`config.mk`:
```
export PLATFORM = sky130hd
export DESIGN_NAME = lcd_top
export DESIGN_NICKNAME = d
export VERILOG_FILES = /design/src/hw/lcd_pkg.sv /design/src/hw/lcd_top.sv /design/src/hw/lcd_text_writer.sv /design/src/hw/lcd_ctrl.sv /design/src/hw/lcd_init_seq.sv /design/src/hw/lcd_bus_cycle.sv
export SDC_FILE = /design/constraint.sdc
export NUM_CORES = 1
export LEC_CHECK = 0
export ABC_AREA = 1
export BUFFER_PORTS_ARGS = -buffer_cell sky130_fd_sc_hd__buf_2
export CAP_MARGIN = 20
export CORE_MARGIN = 1.5
export CORE_UTILIZATION = 25
export CTS_CLUSTER_DIAMETER = 120
export CTS_CLUSTER_SIZE = 16
export DETAILED_ROUTE_END_ITERATION = 7
export GPL_TIMING_DRIVEN = 0
export HOLD_SLACK_MARGIN = 0.08
export PLACE_DENSITY_LB_ADDON = 0.25
export SETUP_SLACK_MARGIN = 0.15
export SLEW_MARGIN = 20
export SYNTH_ARGS = -nofsm -noshare
export SYNTH_HDL_FRONTEND = slang
export SYNTH_SLANG_ARGS = --single-unit
```
`constraint.sdc`:
```
create_clock -name clk -period 2.2 [get_ports clk]
set_input_delay 0.44 -clock clk [delete_from_list [all_inputs] [get_ports clk]]
set_output_delay 0.44 -clock clk [all_outputs]
set_load 0.02 [all_outputs]
```
`src/hw/lcd_pkg.sv`:
```
package lcd_pkg;

	// timing base, 4 for simulation
	localparam int unsigned clk_per_us = 4;

	localparam int unsigned t_power_us = 500;
	localparam int unsigned t_cycle_us = 50; // one bus transfer
	localparam int unsigned t_e_rise_us = 1;
	localparam int unsigned t_e_fall_us = 14;
	localparam int unsigned t_clear_extra_us = 150;
	localparam int unsigned t_entry_extra_us = 50;
	localparam int unsigned cnt_bits = 12; // must hold the power-up count

	// same values in clocks
	localparam int unsigned t_power_cyc = t_power_us * clk_per_us;
	localparam int unsigned t_cycle_cyc = t_cycle_us * clk_per_us;
	localparam int unsigned t_e_rise_cyc = t_e_rise_us * clk_per_us;
	localparam int unsigned t_e_fall_cyc = t_e_fall_us * clk_per_us;
	localparam int unsigned t_clear_extra_cyc = t_clear_extra_us * clk_per_us;
	localparam int unsigned t_entry_extra_cyc = t_entry_extra_us * clk_per_us;

	localparam logic [6:0] line2_base = 7'h40; // ddram start of line 2

	typedef struct packed {
		logic display_lines;
		logic font;
		logic display_on;
		logic cursor;
		logic blink;
		logic inc_dec;
		logic shift;
	} lcd_config_t;

	typedef struct packed {
		logic       rs;
		logic       rw;
		logic [7:0] data;
	} lcd_word_t;

	typedef struct packed {
		logic       line;
		logic [3:0] col;
		logic [7:0] code;
	} lcd_char_t;

	typedef struct packed {
		logic       e;
		logic       rs;
		logic       rw;
		logic [7:0] data;
	} lcd_pins_t;

	typedef enum logic [1:0] {st_power, st_init, st_idle, st_xfer} ctrl_state_e;

	typedef enum logic [2:0] {
		step_func,
		step_disp,
		step_clear,
		step_entry,
		step_done
	} init_step_e;

	typedef enum logic [1:0] {wr_idle, wr_addr, wr_data, wr_cmd} writer_state_e;

endpackage
```
`src/hw/lcd_top.sv`:
```
`timescale 1ns/1ps

module lcd_top import lcd_pkg::*; (
	input  logic        clk,
	input  logic        rst,
	input  lcd_config_t cfg, // held stable
	input  logic        char_strobe,
	input  lcd_char_t   char_in,
	input  logic        cmd_strobe,
	input  lcd_word_t   cmd_in,
	output lcd_pins_t   pins,
	output logic        busy
);

	logic      ctrl_busy;
	logic      word_strobe;
	lcd_word_t word;

	// busy already includes ctrl_busy
	lcd_text_writer u_writer (
		.clk         (clk),
		.rst         (rst),
		.cfg         (cfg),
		.char_strobe (char_strobe),
		.char_in     (char_in),
		.cmd_strobe  (cmd_strobe),
		.cmd_in      (cmd_in),
		.ctrl_busy   (ctrl_busy),
		.busy        (busy),
		.word_strobe (word_strobe),
		.word        (word)
	);

	lcd_ctrl u_ctrl (
		.clk         (clk),
		.rst         (rst),
		.cfg         (cfg),
		.word_strobe (word_strobe),
		.word        (word),
		.ctrl_busy   (ctrl_busy),
		.pins        (pins)
	);

endmodule

```
`src/hw/lcd_text_writer.sv`:
```
`timescale 1ns/1ps

module lcd_text_writer import lcd_pkg::*; (
	input  logic        clk,
	input  logic        rst,
	input  lcd_config_t cfg,
	input  logic        char_strobe,
	input  lcd_char_t   char_in,
	input  logic        cmd_strobe,
	input  lcd_word_t   cmd_in,
	input  logic        ctrl_busy,
	output logic        busy,
	output logic        word_strobe,
	output lcd_word_t   word
);

	writer_state_e state;
	logic [6:0]    tgt_addr; // ddram address of the incoming char
	logic [6:0]    addr_q;
	logic [7:0]    code_q;
	lcd_word_t     cmd_q;
	logic [6:0]    pred_addr;
	logic          pred_valid;
	logic          taken;

	assign tgt_addr = char_in.line ? (line2_base + 7'(char_in.col)) : 7'(char_in.col);

	assign busy = (state != wr_idle) || ctrl_busy;
	assign word_strobe = (state != wr_idle); // held until the controller takes it
	assign taken = word_strobe && !ctrl_busy;

	always_ff @(posedge clk) begin
		if (rst) begin
			state <= wr_idle;
			pred_addr <= '0;
			pred_valid <= 1'b0;
		end else begin
			case (state)
				wr_idle: begin
					if (char_strobe && !busy) begin
						// skip the address write when the cursor is already there
						if (pred_valid && pred_addr == tgt_addr) begin
							state <= wr_data;
						end else begin
							state <= wr_addr;
						end
					end else if (cmd_strobe && !busy) begin
						state <= wr_cmd;
					end
				end
				wr_addr: if (taken) state <= wr_data;
				wr_data: begin
					if (taken) begin
						state <= wr_idle;
						pred_addr <= cfg.inc_dec ? addr_q + 7'd1 : addr_q - 7'd1;
						pred_valid <= 1'b1;
					end
				end
				wr_cmd: begin
					if (taken) begin
						state <= wr_idle;
						pred_valid <= 1'b0; // raw command may move the cursor
					end
				end
				default: state <= wr_idle;
			endcase
		end
	end

	always_ff @(posedge clk) begin
		if (state == wr_idle && !busy) begin
			addr_q <= tgt_addr;
			code_q <= char_in.code;
			cmd_q <= cmd_in;
		end
	end

	always_comb begin
		word = '0;
		case (state)
			wr_addr: word.data = {1'b1, addr_q}; // set ddram address
			wr_data: begin
				word.rs = 1'b1;
				word.data = code_q;
			end
			wr_cmd: word = cmd_q;
			default: word = '0;
		endcase
	end

endmodule

```
`src/hw/lcd_ctrl.sv`:
```
`timescale 1ns/1ps

module lcd_ctrl import lcd_pkg::*; (
	input  logic        clk,
	input  logic        rst,
	input  lcd_config_t cfg,
	input  logic        word_strobe,
	input  lcd_word_t   word,
	output logic        ctrl_busy,
	output lcd_pins_t   pins
);

	ctrl_state_e         state;
	logic [cnt_bits-1:0] pwr_cnt;
	logic                pwr_end;
	logic                init_go;
	logic                init_strobe;
	lcd_word_t           init_word;
	logic                init_complete;
	logic                accept; // writer word taken this cycle
	logic                start;
	lcd_word_t           cyc_word;
	logic                done;

	assign pwr_end = (pwr_cnt == cnt_bits'(t_power_cyc - 1));
	assign init_go = (state == st_power) && pwr_end;
	assign accept = (state == st_idle) && word_strobe;

	always_ff @(posedge clk) begin
		if (rst) begin
			state <= st_power;
			pwr_cnt <= '0;
		end else begin
			case (state)
				st_power: begin
					pwr_cnt <= pwr_cnt + 1'b1;
					if (pwr_end) begin
						state <= st_init;
					end
				end
				st_init: begin
					if (init_complete) begin
						state <= st_idle;
					end
				end
				st_idle: begin
					if (accept) begin
						state <= st_xfer;
					end
				end
				st_xfer: begin
					if (done) begin
						state <= st_idle;
					end
				end
				default: state <= st_power;
			endcase
		end
	end

	assign ctrl_busy = (state != st_idle);

	// init sequencer owns the engine until it completes
	assign start = (state == st_init) ? init_strobe : accept;
	assign cyc_word = (state == st_init) ? init_word : word;

	lcd_init_seq u_init_seq (
		.clk           (clk),
		.rst           (rst),
		.init_go       (init_go),
		.cfg           (cfg),
		.done          (done),
		.init_strobe   (init_strobe),
		.init_word     (init_word),
		.init_complete (init_complete)
	);

	lcd_bus_cycle u_bus_cycle (
		.clk   (clk),
		.rst   (rst),
		.start (start),
		.word  (cyc_word),
		.pins  (pins),
		.done  (done)
	);

endmodule

```
`src/hw/lcd_init_seq.sv`:
```
`timescale 1ns/1ps

module lcd_init_seq import lcd_pkg::*; (
	input  logic        clk,
	input  logic        rst,
	input  logic        init_go,
	input  lcd_config_t cfg,
	input  logic        done,
	output logic        init_strobe,
	output lcd_word_t   init_word,
	output logic        init_complete
);

	init_step_e          step;
	init_step_e          step_next;
	logic                issue; // strobe the current step's command
	logic                settling;
	logic [cnt_bits-1:0] settle_cnt;
	logic [cnt_bits-1:0] settle_len;
	logic                settle_end;

	always_comb begin
		case (step)
			step_func: step_next = step_disp;
			step_disp: step_next = step_clear;
			step_clear: step_next = step_entry;
			default: step_next = step_done;
		endcase
	end

	// only clear and entry mode need the longer wait
	assign settle_len = (step == step_clear) ? cnt_bits'(t_clear_extra_cyc - 1)
		: cnt_bits'(t_entry_extra_cyc - 1);
	assign settle_end = settling && (settle_cnt == settle_len);

	always_ff @(posedge clk) begin
		if (rst) begin
			step <= step_func;
			issue <= 1'b0;
			settling <= 1'b0;
			settle_cnt <= '0;
		end else begin
			issue <= 1'b0;
			if (init_go) begin
				step <= step_func;
				issue <= 1'b1;
			end else if (done && !settling && step != step_done) begin
				if (step == step_clear || step == step_entry) begin
					settling <= 1'b1;
					settle_cnt <= '0;
				end else begin
					step <= step_next;
					issue <= 1'b1;
				end
			end else if (settle_end) begin
				settling <= 1'b0;
				step <= step_next;
				issue <= (step_next != step_done);
			end else if (settling) begin
				settle_cnt <= settle_cnt + 1'b1;
			end
		end
	end

	always_comb begin
		init_word = '0; // rs and rw stay zero for all init commands
		case (step)
			step_func: init_word.data = {4'b0011, cfg.display_lines, cfg.font, 2'b00};
			step_disp: init_word.data = {5'b00001, cfg.display_on, cfg.cursor, cfg.blink};
			step_clear: init_word.data = 8'b0000_0001;
			step_entry: init_word.data = {6'b000001, cfg.inc_dec, cfg.shift};
			default: init_word.data = 8'h00;
		endcase
	end

	assign init_strobe = issue;
	assign init_complete = (step == step_done);

endmodule

```
`src/hw/lcd_bus_cycle.sv`:
```
`timescale 1ns/1ps

module lcd_bus_cycle import lcd_pkg::*; (
	input  logic      clk,
	input  logic      rst,
	input  logic      start,
	input  lcd_word_t word,
	output lcd_pins_t pins,
	output logic      done
);

	logic                active; // a transfer is on the pins
	logic [cnt_bits-1:0] cnt; // clocks since the cycle began
	lcd_word_t           word_q;
	logic                e_on;

	always_ff @(posedge clk) begin
		if (rst) begin
			active <= 1'b0;
			cnt <= '0;
		end else if (start) begin
			active <= 1'b1; // restart also allowed on the done cycle
			cnt <= '0;
		end else if (done) begin
			active <= 1'b0;
			cnt <= '0;
		end else if (active) begin
			cnt <= cnt + 1'b1;
		end
	end

	always_ff @(posedge clk) begin
		if (start) begin
			word_q <= word;
		end
	end

	assign done = active && (cnt == cnt_bits'(t_cycle_cyc - 1));

	// enable high for cnt in [rise, fall), i.e. 13 us
	assign e_on = active
		&& (cnt >= cnt_bits'(t_e_rise_cyc))
		&& (cnt < cnt_bits'(t_e_fall_cyc));

	always_comb begin
		pins = '0; // bus parked at zero between transfers
		if (active) begin
			pins.e = e_on;
			pins.rs = word_q.rs;
			pins.rw = word_q.rw;
			pins.data = word_q.data;
		end
	end

endmodule

```
# == Yosys cells after proc, flatten, opt, wreduce, memory -nomap -nowiden ==
# Index checks and enable logic that the tools add are counted.
# totals
reg_bits,89
in_bits,34
out_inout_bits,12
wordCells,135
# op_classes
n_addsub,6
n_lt_le_gt_ge,2
n_eq_ne,29
n_mux,40
n_bitwise,2
n_reduce_logical,37
# op_table
operator,count
$mux W12,4
$add A12 B1 Y12 const B,3
$pmux W6 S4,1
$pmux W8 S3,1
$mux W2,9
$ne A2 B1 Y1 const B,9
$mux W7,2
$logic_and A1 B1 Y1,13
$eq A12 B10 Y1,1
$eq A12 B11 Y1 const B,1
$eq A12 B8 Y1 const B,1
$ge A12 B3 Y1 const B,1
$lt A12 B6 Y1 const B,1
$mux W1,12
$mux W11,1
$mux W10,1
$reduce_bool A2 Y1,5
$mux W3,3
$pmux W3 S3,1
$reduce_and A3 Y1,3
$eq A2 B2 Y1 const B,4
$mux W8,1
$pmux W2 S4,1
$reduce_and A4 Y1,2
other kinds (21),35

# == Logic depth before layout (Yosys ltp) ==
# Gate-level depths: netlist (run 1).
# logic_depth
depth_word,7
depth_mapped,13
ltp_nobuf,12

# == Hierarchy ==
# From an unflattened synthesis (run 1), not the netlist that was laid out.
# hier_totals
hier_cells,647
area_unflattened_um2,4903.5
# modules_own_cells
mod,instances,cells_each,area_each_um2,seq_area_each_um2
lcd_text_writer,1,171,1601.5,890.9
lcd_init_seq,1,204,1338.8,340.3
lcd_bus_cycle,1,132,1096.1,560.5
lcd_ctrl,1,140,867.1,280.3

# == Worst setup path before layout (run 1) ==
# No wires, ideal clock.
# synth_path
path_type,flip-flop to output port
startpoint,reg u_writer.state[0]
endpoint,out busy
arrival_ps,2100
t_required_ps,1760
slack_ps,-340
stages_incl_launch_ff,6
n_path_buf,1
cell_sequence,dfxtp_1 -> clkbuf_1 -> nor2_1 -> inv_1 -> nor2_1 -> inv_1
# synth_between
elab_chain_cells,2
# synth_lines
element,line,text
from (decl),lcd_text_writer.sv:17,writer_state_e state;
from (signal assigned),lcd_text_writer.sv:34,state <= wr_idle;
from (signal assigned),lcd_text_writer.sv:43,state <= wr_data;
from (signal assigned),lcd_text_writer.sv:45,state <= wr_addr;
$reduce_bool A2 Y1,lcd_text_writer.sv:28,assign busy = (state != wr_idle) || ctrl_busy;
$logic_or A1 B1 Y1,lcd_text_writer.sv:28,
to (decl),lcd_top.sv:12,output logic busy
# Every way passes these cells.

==> results of run 1 <==
## sequential cells by signal (all words and copies together), names as in the netlist
name	cells
u_ctrl.u_bus_cycle.word_q	10
u_ctrl.u_init_seq.step	3
u_ctrl.u_bus_cycle.active	1
u_ctrl.state	2
u_ctrl.u_init_seq.settling	1
u_writer.pred_valid	1
u_ctrl.u_bus_cycle.cnt	12
u_ctrl.u_init_seq.init_strobe	1
u_writer.code_q	8
u_ctrl.u_init_seq.settle_cnt	12
u_writer.cmd_q	10
u_ctrl.pwr_cnt	12
u_writer.pred_addr	7
u_writer.state	2
u_writer.addr_q	5
## cells in the final DEF, fill, tap and decap left out, types with 3 or more instances in the layout
| cell type | instances |
|---|---|
| nand2_1 | 139 |
| inv_1 | 80 |
| nor2_1 | 71 |
| dfxtp_1 | 52 |
| buf_2 | 49 |
| a21oi_1 | 37 |
| nand3_1 | 34 |
| edfxtp_1 | 33 |
| o21ai_0 | 26 |
| nor3_1 | 12 |
| buf_4 | 12 |
| nand4_1 | 9 |
| clkbuf_16 | 9 |
| nor2_2 | 7 |
| xor2_1 | 7 |
| xnor2_1 | 7 |
| ha_1 | 7 |
| clkbuf_1 | 5 |
| nand2_2 | 5 |
| a31oi_1 | 4 |
| nor2_4 | 3 |
| inv_6 | 3 |
## worst max-delay path: stages (launching register included)
cell and delay (ps):
dfxtp_4 350, buf_8 110, clkinvlp_4 110, nor4_2 270
o311a_1 240, buf_6 130
## power groups by stage
stage,Clock (mW),Sequential (mW),Combinational (mW)
after detailed placement,0,1.71,0.102
after global placement,0,1.71,0.102
after CTS,1.63,1.67,0.103
final,1.58,1.67,0.101
after floorplan,0,1.71,0.0481
after global routing,1.69,1.67,0.114
## per-stage QoR
stage	TNS (ps)	utilization	cells	hold slack (ps)
final	0	0.312	879	262
after global placement	-89.2	0.286	850	459
after CTS	0	0.306	868	247
after floorplan	0	-	580	440
after global routing	0	0.312	879	249
after detailed placement	-43.9	0.286	850	464
## per-layer routing
layer,vias up,GRT usage,part of all wire
li1,2027,-,-
met1,1716,0.158,0.51
met2,36,0.191,0.45
met3,7,0.0239,0.021
met4,0,0.0479,0.014
met5,-,0,0
## worst paths after layout
check                             from                          endpoint  slack [ps]  depth (start not counted)
min reg2reg        u_writer.pred_valid               u_writer.pred_valid         470                          2
max reg2reg  u_ctrl.u_bus_cycle.cnt[1]  u_ctrl.u_init_seq.settle_cnt[10]         310                         11
min                          cmd_in[8]                 u_writer.cmd_q[8]         260                          1
max          u_ctrl.u_bus_cycle.active                          pins[10]         210                          5
## cell families (layout without fill, tap and decap cells)
| kind of cell | Yosys count | count (layout) | share of synthesized area |
|---|---|---|---|
| fa+ha+maj | 9 | 9 | 0.0270 |
| compound gates | 87 | 87 | 0.117 |
| xor+xnor | 14 | 14 | 0.0276 |
| simple gates | 288 | 289 | 0.279 |
| flops | 87 | 87 | 0.466 |
| buf+inv | 95 | 168 | 0.0838 |
## final cells by class
cell class	count	area, um^2
fillers	1855	11900
flip-flops and latches	87	2080
multi-input cells	399	2050
repair buffers	57	322
inverters	83	318
well taps	225	282
clock buffers	10	229
clock inverters	6	73.8
plain buffers	12	70.1
## repair_timing
item	4_1_cts	5_1_grt
setup endpoints to repair	13	17
gates cloned	1	0
hold endpoints to repair	0	0
gates resized for setup	9	10
setup buffers	1	11
pin swaps	4	5
hold buffers	0	0
==> impl_metrics.xml, run 1 <==
<?xml version="1.0" encoding="UTF-8"?>
<metrics>
  <group name="cts">
    <metric name="clk_pin_slew" unit="ps">70</metric>
    <metric name="cts_max_path_buffers" unit="">2</metric>
    <metric name="cts.sinks" unit="">87</metric>
    <metric name="cts-root-buf" unit="">clkbuf_16</metric>
    <metric name="tritoncts_clock_tree" unit="">built</metric>
    <metric name="worst_skew_pair.late_latency" unit="ps">350</metric>
    <metric name="cts_max_level" unit="">3</metric>
    <metric name="cts_made_buffers" unit="">9</metric>
  </group>
  <group name="pwr">
    <metric name="power" unit="mW">3.35</metric>
    <metric name="cellInternalPower" unit="mW">2.61</metric>
    <metric name="swShare" unit="">0.222</metric>
    <metric name="vdd.ir_drop.worst" unit="mV">0.458</metric>
    <metric name="power.density" unit="nW/um^2">618</metric>
    <metric name="power.sequential.fraction" unit="">0.499</metric>
    <metric name="power.net_switching" unit="mW">0.742</metric>
    <metric name="p_leak" unit="nW">2.26</metric>
    <metric name="combPwrFrac" unit="">0.030</metric>
    <metric name="power_frac_clock" unit="">0.471</metric>
  </group>
  <group name="placed_design">
    <metric name="post_dp_cell_area" unit="um^2">4960</metric>
    <metric name="detailed_place_hpwl" unit="um">7870</metric>
    <metric name="gp_routability_congestion" unit="">0.842</metric>
    <metric name="port_buffers" unit="">45</metric>
    <metric name="place_ws" unit="ps">-43.9</metric>
  </group>
  <group name="synth">
    <metric name="share_of_synthesized_flip_flops_with_an_asynchronous_set_or_reset" unit="">0</metric>
    <metric name="synth_top_cells_by_count" unit="">141 x nand2_1, 81 x inv_1, 76 x nor2_1, 54 x dfxtp_1, 37 x a21oi_1</metric>
    <metric name="postSynthRegisterBits" unit="">87</metric>
    <metric name="synth_seq_area_share" unit="">0.466</metric>
    <metric name="mappedNetlistArea" unit="um^2">4450</metric>
    <metric name="netlist.area_leader.share" unit="">0.243</metric>
    <metric name="synth-warning-count" unit="">0</metric>
    <metric name="syn-instance-count" unit="">580</metric>
    <metric name="synth_top_flop_cell" unit="">dfxtp_1</metric>
    <metric name="yosysUniqueCellTypes" unit="">45</metric>
    <metric name="synth_top_cells_by_area" unit="">dfxtp_1 24%, edfxtp_1 22%, nand2_1 12%</metric>
    <metric name="synth.most_common_cell" unit="">nand2_1</metric>
    <metric name="post-synth-top-area-cell" unit="">dfxtp_1</metric>
    <metric name="synth_area_per_cell" unit="um^2">7.67</metric>
    <metric name="postSynthNetCount" unit="">623</metric>
    <metric name="count_of_flip_flops_with_a_built_in_enable_after_synthesis" unit="">33</metric>
  </group>
  <group name="timing">
    <metric name="timing.fmax" unit="GHz">0.503</metric>
    <metric name="relSlewSlack" unit="">0.603</metric>
    <metric name="finalCritPeriodShare" unit="">0.903</metric>
    <metric name="final-hold-violation-count" unit="">0</metric>
    <metric name="grt_setup_unrepaired" unit="">yes</metric>
    <metric name="setup_viol_count_final" unit="">0</metric>
    <metric name="fin_ws" unit="ps">213</metric>
    <metric name="finClkSkew" unit="ps">9.00</metric>
    <metric name="fin_crit" unit="ps">1990</metric>
    <metric name="worst_pin_slew" unit="ps">595</metric>
    <metric name="final_number_of_max_transition_violations" unit="">0</metric>
  </group>
  <group name="routing">
    <metric name="num_vias" unit="">3786</metric>
    <metric name="vias_per_cell" unit="">4.31</metric>
    <metric name="drt_first_iter_violations" unit="">177</metric>
    <metric name="ant_nets" unit="">0</metric>
    <metric name="post-route-drc-count" unit="">0</metric>
    <metric name="detailed_route_wire_length_per_cell" unit="um">12.0</metric>
    <metric name="totalWireLength" unit="um">10600</metric>
    <metric name="firstDrtPassIters" unit="">4</metric>
  </group>
  <group name="critical_path">
    <metric name="worstSetupStartpointType" unit="">flip-flop</metric>
    <metric name="critPathKind" unit="">flip-flop to output port</metric>
    <metric name="worst-path-max-fanout" unit="">5</metric>
    <metric name="arrival" unit="ps">1550</metric>
    <metric name="endpoint_class_of_the_critical_path" unit="">output port</metric>
    <metric name="worst_ep_required_time" unit="ps">1760</metric>
  </group>
  <group name="global_route">
    <metric name="grt_overflow_total" unit="">0</metric>
    <metric name="first_global_vias" unit="">3510</metric>
    <metric name="number_of_antenna_violations_at_the_first_check_in_global_routing" unit="">0</metric>
    <metric name="groute.usage.overall" unit="">0.119</metric>
    <metric name="grt_first_pass_wirelength" unit="um">17000</metric>
    <metric name="grt_start_max_net_pins" unit="">17</metric>
  </group>
  <group name="floorplanning">
    <metric name="pin_count" unit="">46</metric>
    <metric name="die_y" unit="um">136</metric>
    <metric name="initial_utilization" unit="">0.256</metric>
    <metric name="placeableCoreArea" unit="um^2">17400</metric>
    <metric name="fp.dieW" unit="um">136</metric>
    <metric name="design.die.area" unit="um^2">18600</metric>
    <metric name="num_rows" unit="">48</metric>
  </group>
  <group name="final_layout">
    <metric name="fraction_of_final_layout_cells_with_drive_strength_greater_than_1" unit="">0.168</metric>
    <metric name="antennaDiodeCount" unit="">0</metric>
    <metric name="postLayoutCellArea" unit="um^2">5420</metric>
    <metric name="synthToLayoutAreaGrowth" unit="%">21.8</metric>
    <metric name="finish.net_count" unit="">692</metric>
  </group>
  <group name="job">
    <metric name="cap_violations" unit="">0</metric>
  </group>
  <group name="hold_path">
    <metric name="timing.hold.worst.class" unit="">input pin to flip-flop</metric>
  </group>
  <group name="status">
    <metric name="run_status" unit="">complete, no violations</metric>
  </group>
</metrics>
(Power assumes the default switching activity.)
==> run 2: changes to the inputs <==
--- a/config.mk
+++ b/config.mk
@@ -9,7 +9,7 @@
 export BUFFER_PORTS_ARGS = -buffer_cell sky130_fd_sc_hd__buf_2
 export CAP_MARGIN = 20
 export CORE_MARGIN = 1.5
-export CORE_UTILIZATION = 25
+export CORE_UTILIZATION = 40
 export CTS_CLUSTER_DIAMETER = 120
 export CTS_CLUSTER_SIZE = 16
 export DETAILED_ROUTE_END_ITERATION = 7
==> run 2 against run 1 <==
  * First-iteration DRC count rose by 72%
  * Critical path type unchanged
  * Largest cell class unchanged
  * Final cell count down 10%
  * Worst setup slack better by 33 ps
  * Worst hold slack worse by 13 ps
  * Sequential power about the same
==> impl_metrics.xml, run 2 (synthesis gave the netlist of run 1 again) <==
<?xml version="1.0" encoding="UTF-8"?>
<metrics>
  <group name="pwr">
    <metric name="p_leak" unit="nW">2.20</metric>
    <metric name="vdd.ir_drop.worst" unit="mV">0.454</metric>
    <metric name="power.density" unit="nW/um^2">573</metric>
  </group>
  <group name="cts">
    <metric name="cts_max_path_buffers" unit="">2</metric>
    <metric name="cts-root-buf" unit="">clkbuf_8</metric>
    <metric name="cts_made_buffers" unit="">9</metric>
    <metric name="worst_skew_pair.late_latency" unit="ps">360</metric>
    <metric name="cts.sinks" unit="">87</metric>
    <metric name="post_cts_hold_buffer_count" unit="">0</metric>
    <metric name="tritoncts_clock_tree" unit="">built</metric>
    <metric name="cts_max_level" unit="">3</metric>
    <metric name="clk_pin_slew" unit="ps">90</metric>
  </group>
  <group name="hold_path">
    <metric name="hold_path.startpoint" unit="">cmd_in[4]</metric>
    <metric name="hold_path_end" unit="">u_writer.cmd_q[4]</metric>
    <metric name="worstHoldPathCells" unit="">1</metric>
    <metric name="timing.hold.worst.class" unit="">input pin to flip-flop</metric>
  </group>
  <group name="global_route">
    <metric name="grt_start_max_net_pins" unit="">15</metric>
    <metric name="number_of_antenna_violations_at_the_first_check_in_global_routing" unit="">0</metric>
    <metric name="grt_overflow_total" unit="">0</metric>
    <metric name="first_global_vias" unit="">3554</metric>
    <metric name="grt_first_pass_wirelength" unit="um">16100</metric>
    <metric name="groute.usage.overall" unit="">0.175</metric>
  </group>
  <group name="final_layout">
    <metric name="mostFrequentLayoutCell" unit="">nand2_1</metric>
    <metric name="postLayoutCellArea" unit="um^2">5190</metric>
    <metric name="layout_common_cells" unit="">140 x nand2_1, 80 x inv_1, 71 x nor2_1, 48 x buf_2, 48 x dfxtp_1</metric>
    <metric name="fillCellCount" unit="">1056</metric>
    <metric name="multiInputGateArea" unit="um^2">2060</metric>
    <metric name="antennaDiodeCount" unit="">0</metric>
    <metric name="largestRegisters" unit="">u_ctrl.pwr_cnt: 12 flops, u_ctrl.u_bus_cycle.cnt: 12 flops, u_ctrl.u_init_seq.settle_cnt: 12 flops</metric>
    <metric name="fraction_of_final_layout_cells_with_drive_strength_greater_than_1" unit="">0.162</metric>
    <metric name="synthToLayoutAreaGrowth" unit="%">16.7</metric>
    <metric name="finish.net_count" unit="">686</metric>
    <metric name="sequential_cell_area" unit="um^2">2080</metric>
  </group>
  <group name="critical_path">
    <metric name="crit_path_max_incr_delay" unit="ps">340</metric>
    <metric name="worst_path_slowest_cell" unit="">dfxtp_2</metric>
    <metric name="endpoint_class_of_the_critical_path" unit="">output port</metric>
    <metric name="worst_ep_required_time" unit="ps">1760</metric>
    <metric name="r2r_start" unit="">u_writer.state[1]</metric>
    <metric name="r2r_cells" unit="">8</metric>
    <metric name="critPathBufInv" unit="">1</metric>
    <metric name="timing.rr.end" unit="">u_writer.pred_addr[5]</metric>
    <metric name="timing.critical_path.max_delay_family" unit="">simple AND/OR/NAND/NOR gates</metric>
    <metric name="worst-path-max-fanout" unit="">3</metric>
    <metric name="ff2ff_setup_slack" unit="ps">340</metric>
    <metric name="critPathKind" unit="">flip-flop to output port</metric>
    <metric name="arrival" unit="ps">1510</metric>
    <metric name="crit_path_cell_trace" unit="">nor2_2 -&gt; nand2_2 -&gt; nor4_4 -&gt; o311a_1 -&gt; buf_6</metric>
    <metric name="worstSetupStartpointType" unit="">flip-flop</metric>
  </group>
  <group name="floorplanning">
    <metric name="die_y" unit="um">108</metric>
    <metric name="fp.dieW" unit="um">108</metric>
    <metric name="design.die.area" unit="um^2">11800</metric>
    <metric name="initial_utilization" unit="">0.411</metric>
    <metric name="pin_count" unit="">46</metric>
    <metric name="placeableCoreArea" unit="um^2">10800</metric>
    <metric name="num_rows" unit="">38</metric>
  </group>
  <group name="status">
    <metric name="run_status" unit="">complete, no violations</metric>
  </group>
  <group name="job">
    <metric name="cap_violations" unit="">0</metric>
  </group>
  <group name="timing">
    <metric name="fin_ws" unit="ps">246</metric>
    <metric name="timing.fmax" unit="GHz">0.512</metric>
    <metric name="final_number_of_max_transition_violations" unit="">0</metric>
    <metric name="finalCritPeriodShare" unit="">0.888</metric>
    <metric name="relSlewSlack" unit="">0.580</metric>
    <metric name="finClkSkew" unit="ps">9.80</metric>
    <metric name="setup_viol_count_final" unit="">0</metric>
    <metric name="final-hold-violation-count" unit="">0</metric>
    <metric name="grt_setup_unrepaired" unit="">no</metric>
    <metric name="worst_pin_slew" unit="ps">629</metric>
    <metric name="setup_tns" unit="ps">0</metric>
    <metric name="fin_crit" unit="ps">1950</metric>
  </group>
  <group name="placed_design">
    <metric name="post_dp_cell_area" unit="um^2">4860</metric>
    <metric name="place_ws" unit="ps">7.66</metric>
    <metric name="detailed_place_hpwl" unit="um">7210</metric>
    <metric name="port_buffers" unit="">45</metric>
    <metric name="gp_routability_congestion" unit="">0.895</metric>
  </group>
  <group name="routing">
    <metric name="vias_per_cell" unit="">4.97</metric>
    <metric name="post-route-drc-count" unit="">0</metric>
    <metric name="firstDrtPassIters" unit="">4</metric>
    <metric name="num_vias" unit="">3914</metric>
    <metric name="detailed_route_wire_length_per_cell" unit="um">12.7</metric>
    <metric name="totalWireLength" unit="um">10000</metric>
    <metric name="ant_nets" unit="">0</metric>
    <metric name="drt_first_iter_violations" unit="">304</metric>
  </group>
</metrics>
## run 2: changes by cell type in the layout (fill, tap and decap cells not counted), moves of 2 or more
cell / previous run / this run
clkbuf_16: 9 / 0
clkinv_1: 1 / 3
inv_6: 3 / 1
nor2_4: 3 / 5
clkinv_4: 2 / 0
nor2_2: 7 / 5
dfxtp_1: 52 / 48
buf_4: 12 / 6
dfxtp_2: 1 / 4
clkbuf_8: 0 / 9
## run 2: per-layer routing
layer,track usage,vias to the layer above,wire length [um]
met5,0,-,0
met2,0.284,64,4860
met1,0.228,1825,4680
li1,-,2016,-
met3,0.0404,9,350
met4,0.0611,0,111
## run 2: where the power goes
part	total (mW)	switching (mW)	internal, mW
Sequential	1.67	0.00410	1.67
Combinational	0.100	0.0577	0.0424
Clock	1.21	0.572	0.637
## run 2: worst reg2reg max path: stages, from the launching register on
cell and delay (ps):
dfxtp_1 470, inv_1 130, nor2_2 340, inv_1 80
nor2_1 170, buf_2 250, nand2_1 80, o221ai_1 170
inv_1 80
## run 2: layout make-up
cell class,instances,area share
Buffer,12,0.0135
Clock buffer,10,0.0246
Clock inverter,6,0.0161
Inverter,83,0.0612
Multi-Input combinational cell,399,0.396
Sequential cell,87,0.401
Tap cell,140,0.0337
Timing Repair Buffer,51,0.0532
## run 2: worst max path at each step
stage,depth (start not counted),endpoint,start,slack [ps]
finish,5,pins[10],u_ctrl.u_bus_cycle.cnt[11],250
global route,5,pins[10],u_ctrl.u_bus_cycle.cnt[11],120
floorplan,5,busy,u_writer.state[0],400
global placement,6,busy,u_writer.state[0],40
CTS,6,busy,u_writer.state[0],120
detailed placement,6,busy,u_writer.state[0],8
## run 2: per-stage QoR
step,hold WS [ps],power (mW),utilization,instances
2_1_floorplan,440,1.76,-,580
3_3_place_gp,454,1.80,0.448,765
3_5_place_dp,455,1.81,0.448,765
4_1_cts,230,3.02,0.473,785
5_1_grt,229,3.09,0.479,788
6_report,250,2.98,0.479,788
## run 2: timing repair
item,in CTS,in global routing
setup buffers,3,3
cloned,1,0
endpoints found under the setup margin,12,14
gates resized for setup,7,19
pin swaps,1,5
==> run 3: changes to the inputs <==
==> constraint.sdc (replaced) <==
create_clock -name clk -period 1.8 [get_ports clk]
set_input_delay 0.36 -clock clk [delete_from_list [all_inputs] [get_ports clk]]
set_output_delay 0.36 -clock clk [all_outputs]
set_load 0.02 [all_outputs]
==> run 3 against run 2 <==
  * The flow now finishes with violations (setup timing)
  * Routed wire length grew 7.3%
  * First-iteration DRC count shrank 26%
  * Via count grew 4.9%
  * Power grew 23%
  * Flip-flop and latch count is the same
  * Clock skew grew 2.7 ps
  * Non-clock buffer count grew 38
  * Worst hold slack lost 91 ps
  * Clock power grew 22%
  * Critical path type unchanged
  * Largest power group unchanged
==> impl_metrics.xml, run 3 (synthesis gave the netlist of run 1 again) <==
<?xml version="1.0" encoding="UTF-8"?>
<metrics>
  <group name="critical_path">
    <metric name="ff2ff_setup_slack" unit="ps">90</metric>
    <metric name="cp-startpoint" unit="">u_ctrl.u_bus_cycle.active</metric>
    <metric name="worst_path_slowest_cell" unit="">dfxtp_4</metric>
    <metric name="endpoint_class_of_the_critical_path" unit="">output port</metric>
    <metric name="worstSetupStartpointType" unit="">flip-flop</metric>
    <metric name="timing.rr.end" unit="">u_ctrl.u_init_seq.settle_cnt[1]</metric>
    <metric name="worst_ep_required_time" unit="ps">1440</metric>
    <metric name="arrival" unit="ps">1520</metric>
    <metric name="worst-path-max-fanout" unit="">4</metric>
    <metric name="r2r_start" unit="">u_ctrl.u_bus_cycle.cnt[2]</metric>
    <metric name="critPathKind" unit="">flip-flop to output port</metric>
    <metric name="crit_path_max_incr_delay" unit="ps">360</metric>
    <metric name="crit_path_cell_trace" unit="">buf_8 -&gt; clkinvlp_4 -&gt; nor4_2 -&gt; o311a_1 -&gt; buf_6</metric>
    <metric name="r2r_cells" unit="">12</metric>
  </group>
  <group name="floorplanning">
    <metric name="die_y" unit="um">108</metric>
    <metric name="placeableCoreArea" unit="um^2">10800</metric>
    <metric name="num_rows" unit="">38</metric>
    <metric name="fp.dieW" unit="um">108</metric>
    <metric name="initial_utilization" unit="">0.411</metric>
    <metric name="pin_count" unit="">46</metric>
    <metric name="design.die.area" unit="um^2">11800</metric>
  </group>
  <group name="final_layout">
    <metric name="postLayoutCellArea" unit="um^2">5810</metric>
    <metric name="antennaDiodeCount" unit="">0</metric>
    <metric name="fillCellCount" unit="">992</metric>
    <metric name="layout_common_cells" unit="">132 x nand2_1, 72 x inv_1, 60 x nor2_1, 46 x buf_4, 39 x buf_2</metric>
    <metric name="multiInputGateArea" unit="um^2">2290</metric>
    <metric name="fraction_of_final_layout_cells_with_drive_strength_greater_than_1" unit="">0.300</metric>
    <metric name="mostFrequentLayoutCell" unit="">nand2_1</metric>
    <metric name="finish.net_count" unit="">724</metric>
    <metric name="synthToLayoutAreaGrowth" unit="%">30.6</metric>
    <metric name="sequential_cell_area" unit="um^2">2100</metric>
    <metric name="largestRegisters" unit="">u_ctrl.pwr_cnt: 12 flops, u_ctrl.u_bus_cycle.cnt: 12 flops, u_ctrl.u_init_seq.settle_cnt: 12 flops</metric>
  </group>
  <group name="timing">
    <metric name="timing.fmax" unit="GHz">0.533</metric>
    <metric name="grt_setup_unrepaired" unit="">yes</metric>
    <metric name="setup_tns" unit="ps">-77.3</metric>
    <metric name="final-hold-violation-count" unit="">0</metric>
    <metric name="worst_pin_slew" unit="ps">718</metric>
    <metric name="setup_viol_count_final" unit="">1</metric>
    <metric name="finalCritPeriodShare" unit="">1.04</metric>
    <metric name="fin_ws" unit="ps">-77.3</metric>
    <metric name="relSlewSlack" unit="">0.521</metric>
    <metric name="finClkSkew" unit="ps">12.5</metric>
    <metric name="final_number_of_max_transition_violations" unit="">0</metric>
    <metric name="fin_crit" unit="ps">1880</metric>
  </group>
  <group name="cts">
    <metric name="worst_skew_pair.late_latency" unit="ps">370</metric>
    <metric name="cts_max_path_buffers" unit="">2</metric>
    <metric name="post_cts_hold_buffer_count" unit="">0</metric>
    <metric name="cts_made_buffers" unit="">9</metric>
    <metric name="cts.sinks" unit="">87</metric>
    <metric name="clk_pin_slew" unit="ps">90</metric>
    <metric name="cts_max_level" unit="">3</metric>
    <metric name="tritoncts_clock_tree" unit="">built</metric>
    <metric name="cts-root-buf" unit="">clkbuf_8</metric>
  </group>
  <group name="pwr">
    <metric name="vdd.ir_drop.worst" unit="mV">0.478</metric>
    <metric name="power.density" unit="nW/um^2">630</metric>
    <metric name="p_leak" unit="nW">2.43</metric>
    <metric name="power" unit="mW">3.66</metric>
  </group>
  <group name="hold_path">
    <metric name="hold_path.startpoint" unit="">cmd_in[4]</metric>
    <metric name="hold_path_end" unit="">u_writer.cmd_q[4]</metric>
    <metric name="worstHoldPathCells" unit="">1</metric>
    <metric name="timing.hold.worst.class" unit="">input pin to flip-flop</metric>
  </group>
  <group name="global_route">
    <metric name="grt_overflow_total" unit="">0</metric>
    <metric name="first_global_vias" unit="">3695</metric>
    <metric name="groute.usage.overall" unit="">0.183</metric>
    <metric name="grt_start_max_net_pins" unit="">15</metric>
    <metric name="grt_first_pass_wirelength" unit="um">16700</metric>
    <metric name="number_of_antenna_violations_at_the_first_check_in_global_routing" unit="">0</metric>
  </group>
  <group name="status">
    <metric name="run_status" unit="">finished with violations</metric>
    <metric name="violations" unit="">setup timing</metric>
  </group>
  <group name="placed_design">
    <metric name="place_ws" unit="ps">-171</metric>
    <metric name="gp_routability_congestion" unit="">0.839</metric>
    <metric name="port_buffers" unit="">45</metric>
    <metric name="detailed_place_hpwl" unit="um">7110</metric>
    <metric name="post_dp_cell_area" unit="um^2">4870</metric>
  </group>
  <group name="routing">
    <metric name="totalWireLength" unit="um">10700</metric>
    <metric name="drt_first_iter_violations" unit="">225</metric>
    <metric name="vias_per_cell" unit="">4.97</metric>
    <metric name="post-route-drc-count" unit="">0</metric>
    <metric name="num_vias" unit="">4107</metric>
    <metric name="ant_nets" unit="">0</metric>
    <metric name="firstDrtPassIters" unit="">4</metric>
    <metric name="detailed_route_wire_length_per_cell" unit="um">13.0</metric>
  </group>
  <group name="job">
    <metric name="cap_violations" unit="">0</metric>
  </group>
</metrics>
## run 3: cell count changes in the layout (fill, tap and decap cells not counted), sizes merged
cell / before / now
buf: 59 / 98
bufinv: 2 / 1
inv: 82 / 81
clkinv: 3 / 1
clkbuf: 14 / 17
## run 3: layer usage
| metal | up-vias | GRT usage | routed length (um) |
|---|---|---|---|
| li1 | 2094 | - | - |
| met1 | 1901 | 0.231 | 4760 |
| met2 | 96 | 0.304 | 5290 |
| met3 | 16 | 0.0446 | 535 |
| met4 | 0 | 0.0611 | 156 |
| met5 | - | 0 | 0 |
## run 3: timing repair
item | CTS | global route
endpoints found under the setup margin | 82 | 49
gates resized for setup | 57 | 65
setup buffers | 18 | 24
gates cloned | 2 | 1
pin swaps | 12 | 19
## run 3: metrics by stage
| step | utilization | hold WS [ps] | std cells |
|---|---|---|---|
| after floorplan | - | 440 | 580 |
| after global placement | 0.449 | 454 | 765 |
| after detailed placement | 0.449 | 457 | 765 |
| after CTS | 0.500 | 150 | 801 |
| after global routing | 0.536 | 146 | 826 |
| final | 0.536 | 159 | 826 |
## run 3: area by class of cell
type,instances,area share
sequential,87,0.361
clock buffer,14,0.0306
inverter,83,0.0551
tap,140,0.0301
clock inverter,2,0.00646
multi-input combinational,399,0.393
timing repair buffer,89,0.106
buffer,12,0.0170
## run 3: worst max-delay path by stage
stage | to | cells past startpoint
3_5_place_dp | busy | 6
6_report | pins[10] | 5
3_3_place_gp | pins[10] | 5
2_1_floorplan | pins[10] | 4
5_1_grt | pins[10] | 5
4_1_cts | pins[10] | 5
## run 3: critical path: cells and delay by family, from the launching register on
family          cells  cell delay, ps
buf+inv             3             300
simple gates        1             270
flops               1             360
compound gates      1             220
## run 3: power by group
group | internal, mW | switching [mW] | total, mW
Sequential | 2.04 | 0.00493 | 2.04
Clock | 0.782 | 0.696 | 1.48
Combinational | 0.0639 | 0.0792 | 0.143
